$ cat src/source/mipsPkg.sv
`default_nettype none

package mipsPkg;

	// Primary opcodes of the supported subset
	typedef enum logic [5:0] {
		opRtype = 6'h00,
		opJ     = 6'h02,
		opBeq   = 6'h04,
		opBne   = 6'h05,
		opAddiu = 6'h09,
		opOri   = 6'h0d,
		opLui   = 6'h0f,
		opLw    = 6'h23,
		opSw    = 6'h2b
	} opcodeE;

	typedef enum logic [5:0] {
		fnAddu = 6'h21,
		fnSubu = 6'h23,
		fnAnd  = 6'h24,
		fnOr   = 6'h25,
		fnSlt  = 6'h2a
	} functE;

	typedef struct packed {
		logic [5:0] opcode;
		logic [4:0] rs;
		logic [4:0] rt;
		logic [4:0] rd;
		logic [4:0] shamt;
		logic [5:0] funct;
	} rFormatS;

	typedef struct packed {
		logic [5:0]  opcode;
		logic [4:0]  rs;
		logic [4:0]  rt;
		logic [15:0] imm;
	} iFormatS;

	// Register and immediate views of one instruction word
	typedef union packed {
		rFormatS r;
		iFormatS i;
	} instrU;

	typedef enum logic [3:0] {
		aluAdd, aluSub, aluAnd, aluOr, aluSlt,
		aluLui, aluLoad, aluStore, aluBranch, aluJump
	} aluOpE;

	typedef struct packed {
		logic [31:0] addr;     // Word aligned
		logic        write;
		logic [31:0] wdata;
	} busReqS;

	typedef struct packed {
		aluOpE       op;
		logic [31:0] result;   // ALU value or memory address
		logic [4:0]  dest;
		logic        regWrite;
		logic        memRead;
		logic        memWrite;
		logic        taken;
		logic [31:0] target;
	} execS;

endpackage

`default_nettype wire

$ cat src/source/fetchUnit.sv
`default_nettype none

module fetchUnit #(
	parameter logic [31:0] resetPc = 32'h0
) (
	input  logic            clk,
	input  logic            arstN,
	input  logic            redirect,
	input  logic [31:0]     target,
	input  logic            take,
	output mipsPkg::busReqS req,
	output logic            reqValid,
	input  logic            ack,
	input  logic [31:0]     rdata,
	output mipsPkg::instrU  instr,
	output logic [31:0]     instrPc,
	output logic            instrValid
);
	typedef enum logic [1:0] {fsIdle, fsReq, fsRelease} fetchStateE;

	fetchStateE  state;
	logic [31:0] pc;        // Word in flight or next to fetch
	logic [31:0] redirPc;
	logic        stale;     // Word in flight belongs to the old path
	logic        go;        // Fetch owed once the bus side is idle
	logic        launch;

	assign launch   = (state == fsIdle) && (go || take);
	assign req      = '{addr: pc, write: 1'b0, wdata: 32'd0};
	assign reqValid = (state == fsReq);

	////////////////////////////////////////////////////////////////////////////
	// Four-phase request and PC update
	always_ff @(posedge clk or negedge arstN) begin
		if (!arstN) begin
			state      <= fsIdle;
			pc         <= resetPc;
			stale      <= 1'b0;
			go         <= 1'b1;    // First fetch right out of reset
			instrValid <= 1'b0;
		end else begin
			if (take) begin
				instrValid <= 1'b0;
			end
			if (redirect) begin
				stale <= 1'b1;
			end
			case (state)
				fsIdle: begin
					if (launch) begin
						state <= fsReq;
						go    <= 1'b0;
					end
				end
				fsReq: begin
					if (ack) begin
						state <= fsRelease;
						if (stale) begin
							// Discard and restart at the branch target
							pc    <= redirPc;
							stale <= 1'b0;
							go    <= 1'b1;
						end else begin
							pc         <= pc + 32'd4;
							instrValid <= 1'b1;
						end
					end
				end
				default: begin
					if (take) begin
						go <= 1'b1;
					end
					if (!ack) begin
						state <= fsIdle;    // Ack fell, handshake closed
					end
				end
			endcase
		end
	end

	always_ff @(posedge clk) begin
		if (redirect) begin
			redirPc <= target;
		end
		if (state == fsReq && ack && !stale) begin
			instr   <= rdata;
			instrPc <= pc;
		end
	end

endmodule

`default_nettype wire

$ cat src/source/loadStoreUnit.sv
`default_nettype none

module loadStoreUnit (
	input  logic            clk,
	input  logic            arstN,
	input  logic            start,
	input  logic [31:0]     addr,
	input  logic            write,
	input  logic [31:0]     wdata,
	output mipsPkg::busReqS req,
	output logic            reqValid,
	input  logic            ack,
	input  logic [31:0]     rdata,
	output logic [31:0]     loadData,
	output logic            done
);
	typedef enum logic [1:0] {lsIdle, lsReq, lsRelease} lsStateE;

	lsStateE state;

	assign reqValid = (state == lsReq);

	always_ff @(posedge clk or negedge arstN) begin
		if (!arstN) begin
			state <= lsIdle;
			done  <= 1'b0;
		end else begin
			done <= 1'b0;
			case (state)
				lsIdle: begin
					if (start) begin
						state <= lsReq;
					end
				end
				lsReq: begin
					if (ack) begin
						state <= lsRelease;
					end
				end
				default: begin
					if (!ack) begin
						state <= lsIdle;
						done  <= 1'b1;    // One cycle pulse
					end
				end
			endcase
		end
	end

	// Request held stable for the whole handshake
	always_ff @(posedge clk) begin
		if (state == lsIdle && start) begin
			req <= '{addr: addr, write: write, wdata: wdata};
		end
		if (state == lsReq && ack && !req.write) begin
			loadData <= rdata;
		end
	end

endmodule

`default_nettype wire

$ cat src/source/memArbiter.sv
`default_nettype none

module memArbiter (
	input  logic            clk,
	input  logic            arstN,
	input  mipsPkg::busReqS fetchReq,
	input  logic            fetchValid,
	output logic            fetchAck,
	input  mipsPkg::busReqS lsuReq,
	input  logic            lsuValid,
	output logic            lsuAck,
	output mipsPkg::busReqS busReq,
	output logic            busReqValid,
	input  logic            busAck
);
	logic busy;        // A transaction owns the bus
	logic grantLsu;
	logic pickLsu;

	// Load/store wins when both ask on an idle bus
	assign pickLsu = busy ? grantLsu : lsuValid;

	assign busReq      = pickLsu ? lsuReq : fetchReq;
	assign busReqValid = pickLsu ? lsuValid : fetchValid;
	assign lsuAck      = busAck & pickLsu;
	assign fetchAck    = busAck & ~pickLsu;

	always_ff @(posedge clk or negedge arstN) begin
		if (!arstN) begin
			busy     <= 1'b0;
			grantLsu <= 1'b0;
		end else if (!busy) begin
			if (busReqValid) begin
				busy     <= 1'b1;
				grantLsu <= pickLsu;
			end
		end else if (!busReqValid && !busAck) begin
			busy <= 1'b0;    // Granted ack has fallen
		end
	end

endmodule

`default_nettype wire

$ cat src/source/regFile.sv
`default_nettype none

module regFile (
	input  logic        clk,
	input  logic        arstN,
	input  logic [4:0]  rs,
	input  logic [4:0]  rt,
	output logic [31:0] rsData,
	output logic [31:0] rtData,
	input  logic        we,
	input  logic [4:0]  wa,
	input  logic [31:0] wd
);
	logic [31:0] regs [32];

	// Register 0 is hardwired to zero
	assign rsData = (rs == 5'd0) ? 32'd0 : regs[rs];
	assign rtData = (rt == 5'd0) ? 32'd0 : regs[rt];

	always_ff @(posedge clk or negedge arstN) begin
		if (!arstN) begin
			for (int k = 0; k < 32; k++) begin
				regs[k] <= 32'd0;
			end
		end else if (we && wa != 5'd0) begin
			regs[wa] <= wd;
		end
	end

endmodule

`default_nettype wire

$ cat src/source/execUnit.sv
`default_nettype none

module execUnit (
	input  mipsPkg::instrU instr,
	input  logic [31:0]    pc,
	input  logic [31:0]    rsData,
	input  logic [31:0]    rtData,
	output mipsPkg::execS  exec
);
	import mipsPkg::*;

	logic [31:0] pcNext;
	logic [31:0] immSext;
	logic [31:0] immZext;
	logic [31:0] opB;
	aluOpE       op;

	assign pcNext  = pc + 32'd4;
	assign immSext = {{16{instr.i.imm[15]}}, instr.i.imm};
	assign immZext = {16'd0, instr.i.imm};

	always_comb begin
		op            = aluAdd;
		opB           = immSext;
		exec.dest     = instr.i.rt;
		exec.regWrite = 1'b0;
		exec.memRead  = 1'b0;
		exec.memWrite = 1'b0;
		exec.taken    = 1'b0;
		exec.target   = pcNext + {immSext[29:0], 2'b00};    // Branch offset in words
		case (opcodeE'(instr.i.opcode))
			opRtype: begin
				opB           = rtData;
				exec.dest     = instr.r.rd;
				exec.regWrite = 1'b1;
				case (functE'(instr.r.funct))
					fnAddu:  op = aluAdd;
					fnSubu:  op = aluSub;
					fnAnd:   op = aluAnd;
					fnOr:    op = aluOr;
					fnSlt:   op = aluSlt;
					default: exec.regWrite = 1'b0;    // Unknown funct retires as nop
				endcase
			end
			opAddiu: exec.regWrite = 1'b1;
			opOri: begin
				op            = aluOr;
				opB           = immZext;
				exec.regWrite = 1'b1;
			end
			opLui: begin
				op            = aluLui;
				exec.regWrite = 1'b1;
			end
			opLw: begin
				op            = aluLoad;
				exec.regWrite = 1'b1;
				exec.memRead  = 1'b1;
			end
			opSw: begin
				op            = aluStore;
				exec.memWrite = 1'b1;
			end
			opBeq: begin
				op         = aluBranch;
				exec.taken = (rsData == rtData);
			end
			opBne: begin
				op         = aluBranch;
				exec.taken = (rsData != rtData);
			end
			opJ: begin
				op          = aluJump;
				exec.taken  = 1'b1;
				// Index sits in the low 26 bits of the word
				exec.target = {pcNext[31:28], instr.i[25:0], 2'b00};
			end
			default: ;
		endcase

		case (op)
			aluSub:  exec.result = rsData - opB;
			aluAnd:  exec.result = rsData & opB;
			aluOr:   exec.result = rsData | opB;
			aluSlt:  exec.result = {31'd0, $signed(rsData) < $signed(opB)};
			aluLui:  exec.result = {instr.i.imm, 16'd0};
			default: exec.result = rsData + opB;    // Also the load/store address
		endcase
		exec.op = op;
	end

endmodule

`default_nettype wire

$ cat src/source/mips.sv
`default_nettype none

module mips #(
	parameter logic [31:0] resetPc = 32'h0
) (
	input  logic            clk,
	input  logic            arstN,
	output mipsPkg::busReqS busReq,
	output logic            busReqValid,
	input  logic            busAck,
	input  logic [31:0]     busRdata,
	output logic            grfWe,
	output logic [4:0]      grfAddr,
	output logic [31:0]     grfWdata,
	output logic [31:0]     wbInstAddr
);
	import mipsPkg::*;

	typedef enum logic [1:0] {sIdle, sMem, sWb} seqStateE;

	seqStateE    state;
	instrU       instr;
	logic [31:0] instrPc;
	logic        instrValid;
	execS        exec;
	logic [31:0] rsData;
	logic [31:0] rtData;
	logic        accept;
	logic        isMem;
	logic        redirect;
	logic        lsuStart;
	busReqS      fetchReq;
	logic        fetchValid;
	logic        fetchAck;
	busReqS      lsuReq;
	logic        lsuValid;
	logic        lsuAck;
	logic        lsuDone;
	logic [31:0] loadData;

	// Retiring instruction held until write-back
	logic [31:0] curPc;
	logic [31:0] curResult;
	logic [4:0]  curDest;
	logic        curRegWrite;
	logic        curMemRead;

	fetchUnit #(.resetPc(resetPc)) fetch (
		.clk(clk), .arstN(arstN),
		.redirect(redirect), .target(exec.target), .take(accept),
		.req(fetchReq), .reqValid(fetchValid), .ack(fetchAck), .rdata(busRdata),
		.instr(instr), .instrPc(instrPc), .instrValid(instrValid)
	);

	loadStoreUnit lsu (
		.clk(clk), .arstN(arstN),
		.start(lsuStart), .addr(exec.result), .write(exec.memWrite), .wdata(rtData),
		.req(lsuReq), .reqValid(lsuValid), .ack(lsuAck), .rdata(busRdata),
		.loadData(loadData), .done(lsuDone)
	);

	memArbiter arb (
		.clk(clk), .arstN(arstN),
		.fetchReq(fetchReq), .fetchValid(fetchValid), .fetchAck(fetchAck),
		.lsuReq(lsuReq), .lsuValid(lsuValid), .lsuAck(lsuAck),
		.busReq(busReq), .busReqValid(busReqValid), .busAck(busAck)
	);

	regFile grf (
		.clk(clk), .arstN(arstN),
		.rs(instr.r.rs), .rt(instr.r.rt), .rsData(rsData), .rtData(rtData),
		.we(grfWe), .wa(grfAddr), .wd(grfWdata)
	);

	execUnit exu (
		.instr(instr), .pc(instrPc), .rsData(rsData), .rtData(rtData), .exec(exec)
	);

	////////////////////////////////////////////////////////////////////////////
	// Retire sequencer
	assign accept   = (state == sIdle) && instrValid;
	assign isMem    = (exec.op == aluLoad) || (exec.op == aluStore);
	assign redirect = accept && exec.taken;
	assign lsuStart = accept && isMem;

	always_ff @(posedge clk or negedge arstN) begin
		if (!arstN) begin
			state      <= sIdle;
			wbInstAddr <= 32'd0;
		end else begin
			case (state)
				sIdle: begin
					if (lsuStart) begin
						state <= sMem;
					end else if (accept) begin
						state      <= sWb;
						wbInstAddr <= instrPc;
					end
				end
				sMem: begin
					if (lsuDone) begin
						state      <= sWb;
						wbInstAddr <= curPc;
					end
				end
				default: state <= sIdle;    // Write-back lasts one cycle
			endcase
		end
	end

	always_ff @(posedge clk) begin
		if (accept) begin
			curPc       <= instrPc;
			curResult   <= exec.result;
			curDest     <= exec.dest;
			curRegWrite <= exec.regWrite;
			curMemRead  <= exec.memRead;
		end
	end

	////////////////////////////////////////////////////////////////////////////
	// Write-back and trace
	assign grfWe    = (state == sWb) && curRegWrite && (curDest != 5'd0);
	assign grfAddr  = curDest;
	assign grfWdata = curMemRead ? loadData : curResult;

endmodule

`default_nettype wire

$ cat config.mk
export PLATFORM = sky130hd
export DESIGN_NAME = mips
export DESIGN_NICKNAME = d
export VERILOG_FILES = /design/src/source/mipsPkg.sv /design/src/source/fetchUnit.sv /design/src/source/loadStoreUnit.sv /design/src/source/memArbiter.sv /design/src/source/regFile.sv /design/src/source/execUnit.sv /design/src/source/mips.sv
export SDC_FILE = /design/constraint.sdc
export NUM_CORES = 2
export LEC_CHECK = 0
export BUFFER_PORTS_ARGS = -buffer_cell sky130_fd_sc_hd__buf_4
export CORE_ASPECT_RATIO = 1.1
export CORE_UTILIZATION = 55
export DETAILED_ROUTE_END_ITERATION = 10
export HOLD_SLACK_MARGIN = 0.05
export PLACE_DENSITY = 0.73
export SYNTH_ARGS = -nofsm -noshare
export SYNTH_HDL_FRONTEND = slang
export SYNTH_HIERARCHICAL = 1
export SYNTH_SLANG_ARGS = --single-unit
$ cat constraint.sdc
create_clock -name clk -period 10.75 [get_ports clk]
set_input_delay 2.15 -clock clk [delete_from_list [all_inputs] [get_ports clk]]
set_output_delay 2.15 -clock clk [all_outputs]
set_load 0.1 [all_outputs]
==> qor.csv <==
stage,metric,value,unit
power_and_ir_drop,p_sw_frac,0.401,
route,first_pass_iters,6,
die,num_io_pins,171,
finish,layout_commonest_cell,mux2_2,
hold_path,min_path_type,reg2reg,
finish,multi_input_area,38300,µm²
power_and_ir_drop,power.density,288,nW/µm²
synthesis,synth_xor_area_frac,0.0130,
worst_setup_path,critical_path_arrival,7.34,ns
status,outcome,"complete, no violations",
placed_design,gp_congestion,0.953,
cts,cts_hold_buf,0,
synthesis,syn_area,76900,µm²
synthesis,synth_ff_type,dfrtp_1,
finish,n_fill_cell,10600,
synthesis,synth_top_family_by_area,multiplexers,
power_and_ir_drop,p_clk_frac,0.206,
route,avgRoutedWirePerCell,32.2,µm
die,dieArea,141000,µm²
finish,layout_common_cells,"mux2_2 (1,182), dfrtp_1 (1,098), mux4_2 (448)",
cts,clock-root-buffer,clkbuf_16,
synthesis,synthMuxAreaShare,0.329,
sta,tightest_slew,1.37,ns
sta,maxSlewHeadroom,0.0828,
synthesis,yosysUniqueCellTypes,111,
sta,finalCritPeriodShare,0.635,
cts,cts_tree,built,
synthesis,seq_area_frac_synth,0.461,
die,start_util,0.556,
sta,hold_ws,0.390,ns
die,fp-row-count,143,
global_routing,grt_usage,0.347,
placed_design,place_hpwl,154,mm
sta,period_needed,6.82,ns
synthesis,syn_avg_cell_area,13.5,µm²
power_and_ir_drop,switching_power,9.67,mW
sta,hold_viol_final,0,
die,die_x,359,µm
placed_design,port_buffers,170,
route,met1_length,90.6,mm
global_routing,antenna_found_initial,3,
route,drcViolationCount,0,
synthesis,synth_seq_cells,1364,
finish,layout-drive-gt1-share,0.400,
finish,seq_area,35500,µm²
synthesis,synthArstFlopShare,0.806,
worst_setup_path,path_max_fanout,24,
sta,max_freq,147,MHz
sta,setup-violations-final,0,
cts,cts_resized,0,
synthesis,synth-edff-count,264,
worst_setup_path,crit_type,reg2reg,
route,detail-route-antenna-nets,0,
cts,cts_sinks,1364,
global_routing,overflow,0,
synthesis,synth-compound-area-share,0.0801,
route,post_drt_via_cell_ratio,6.92,
route,top_layer,met5,
worst_setup_path,start_kind,register,
route,wl_met2,116,mm
finish,area_growth,8.72,%
sta,skew,0.0339,ns
cts,clockBufferDepth,3,
cts,h-tree-depth,4,
route,drt-initial-drc-count,6091,
synthesis,yosys_warnings,6,
cts,post_cts_buffers,0,
global_routing,grt_max_degree,158,
global_routing,grt_pass1_vias,53100,
power_and_ir_drop,seq_power_share,0.361,
sta,rsz0062_at_grt,false,
power_and_ir_drop,cellLeakagePower,36.6,nW
power_and_ir_drop,internal_power,14.4,mW
global_routing,grt_pass1_wl,358,mm
die,core,138000,µm²
synthesis,syn_inst,5699,
job,drv_cap,0,
synthesis,yosys.area_share.simple,0.0480,
route,met3_length,22.5,mm
synthesis,synth-adder-area-share,0.0216,
worst_setup_path,required,11.27,ns
die,die_y,394,µm
power_and_ir_drop,ir_drop,151,µV
cts,numCtsBuffers,142,
finish,fin_nets,5811,
worst_setup_path,reg2reg_slack,3.93,ns
power_and_ir_drop,power_frac_comb,0.433,
cts,clk_latency,0.80,ns
worst_setup_path,endpoint_kind,register,
cts,clk_pin_slew,0.06,ns
route,finalWirelength,244,mm
sta,maxSlewViolCount,0,
sta,tns,0,ns
route,vias,52400,
==> flip-flops by register name, indices dropped and copies added, names as in the netlist, 2 cells and up <==
name	flops
grf/regs	1024
lsu/loadData	32
fetch/instrPc	32
curPc	32
curResult	32
fetch/pc	32
lsu/req	65
fetch/state	2
fetch/redirPc	32
grfAddr	5
wbInstAddr	32
lsu/state	2
state	2
fetch/instr	32
==> kinds of logic after synthesis <==
kind of cell / Yosys count
flip-flops: 1364
AND/OR/NAND/NOR: 727
AO/OA/AOI/OAI: 888
buffers and inverters: 666
XOR/XNOR: 114
multiplexers: 1808
adder cells (fa/ha/maj): 131
other: 1
==> through the flow <==
stage / area (µm²) / worst slack (ns) / std cells / power [mW] / utilization
2_1_floorplan: 77100 / 1.42 / 5731 / 16.2 / -
3_3_place_gp: 79000 / 4.24 / 7313 / 18.7 / 0.570
3_5_place_dp: 79000 / 4.24 / 7313 / 19.0 / 0.570
4_1_cts: 83600 / 4.20 / 7571 / 24.0 / 0.604
5_1_grt: 83600 / 3.77 / 7571 / 25.1 / 0.604
6_report: 83600 / 3.93 / 7574 / 24.1 / 0.604
==> critical path: stages (launching register included) <==
cell and delay [ns]:
edfxtp_1 0.51, buf_4 0.43, nor2b_4 0.78, buf_4 0.39
a22oi_1 0.13, a311oi_1 1.05, nand2_1 0.17, nand2_1 0.17
inv_1 0.07, ha_1 0.40, nor4_1 0.33, nand2_1 0.09
a21oi_1 0.25, o31ai_2 0.18, o41ai_2 0.58, o21ai_1 0.22
a2111oi_2 0.40, mux2i_1 0.24, o211ai_1 0.12
==> metal layers <==
metal | up-vias | track usage
met4 | 2 | 0.195
met1 | 27400 | 0.437
met2 | 2700 | 0.547
li1 | 21600 | -
met3 | 709 | 0.0840
met5 | - | 0
==> synth_stat cells (22+ instances only) <==
cell type / n / area share
a211oi_1: 83 / 0.0081
a21o_1: 46 / 0.0045
a21oi_1: 147 / 0.0096
a221oi_1: 55 / 0.0063
a22oi_1: 73 / 0.0071
a311oi_1: 68 / 0.0077
buf_2: 139 / 0.0090
buf_4: 86 / 0.0084
buf_6: 79 / 0.012
clkbuf_1: 226 / 0.011
dfrtp_1: 1099 / 0.36
edfxtp_1: 264 / 0.10
ha_1: 128 / 0.021
inv_1: 114 / 0.0056
mux2_2: 1182 / 0.17
mux2_4: 28 / 0.0055
mux2i_1: 139 / 0.018
mux4_2: 448 / 0.13
nand2_1: 236 / 0.012
nand2b_1: 22 / 0.0018
nand3_1: 52 / 0.0034
nand4_1: 33 / 0.0027
nor2_1: 140 / 0.0068
nor2b_1: 89 / 0.0072
nor3_1: 30 / 0.0020
o21ai_0: 115 / 0.0075
o21ai_1: 105 / 0.0068
xnor2_1: 90 / 0.010
xor2_1: 24 / 0.0027
==> final cells by class <==
class / count / share of cell area
Timing Repair Buffer: 317 / 0.0308
Clock inverter: 46 / 0.00519
Multi-Input combinational cell: 3701 / 0.457
Tap cell: 1812 / 0.0271
Sequential cell: 1364 / 0.424
Inverter: 119 / 0.00537
Antenna cell: 3 / 0.0000898
Clock buffer: 212 / 0.0502
==> power by group through the flow <==
stage               logic (mW)  clock network, mW  registers, mW
global route              11.0               5.21           8.90
finish                    10.4               4.96           8.69
global placement          10.1                  0           8.55
CTS                       10.3               5.02           8.63
detailed placement        10.3                  0           8.71
floorplan                 7.50                  0           8.66
==> path summary, 6_finish.rpt <==
path,startpoint,end,cells past startpoint
max,fetch/instr[19]$_DFFE_PP_,lsu/req[64]$_DFFE_PP_,18
min,grf/regs[1007]$_DFFE_PN0P_,grf/regs[1007]$_DFFE_PN0P_,0
min reg2reg,grf/regs[1007]$_DFFE_PN0P_,grf/regs[1007]$_DFFE_PN0P_,0
max reg2reg,fetch/instr[19]$_DFFE_PP_,lsu/req[64]$_DFFE_PP_,18
min in group asynchronous,arstN,fetch/state[1]$_DFFE_PN0P_,1
max in group asynchronous,arstN,grf/regs[174]$_DFFE_PN0P_,3
(Power assumes the default switching activity.)
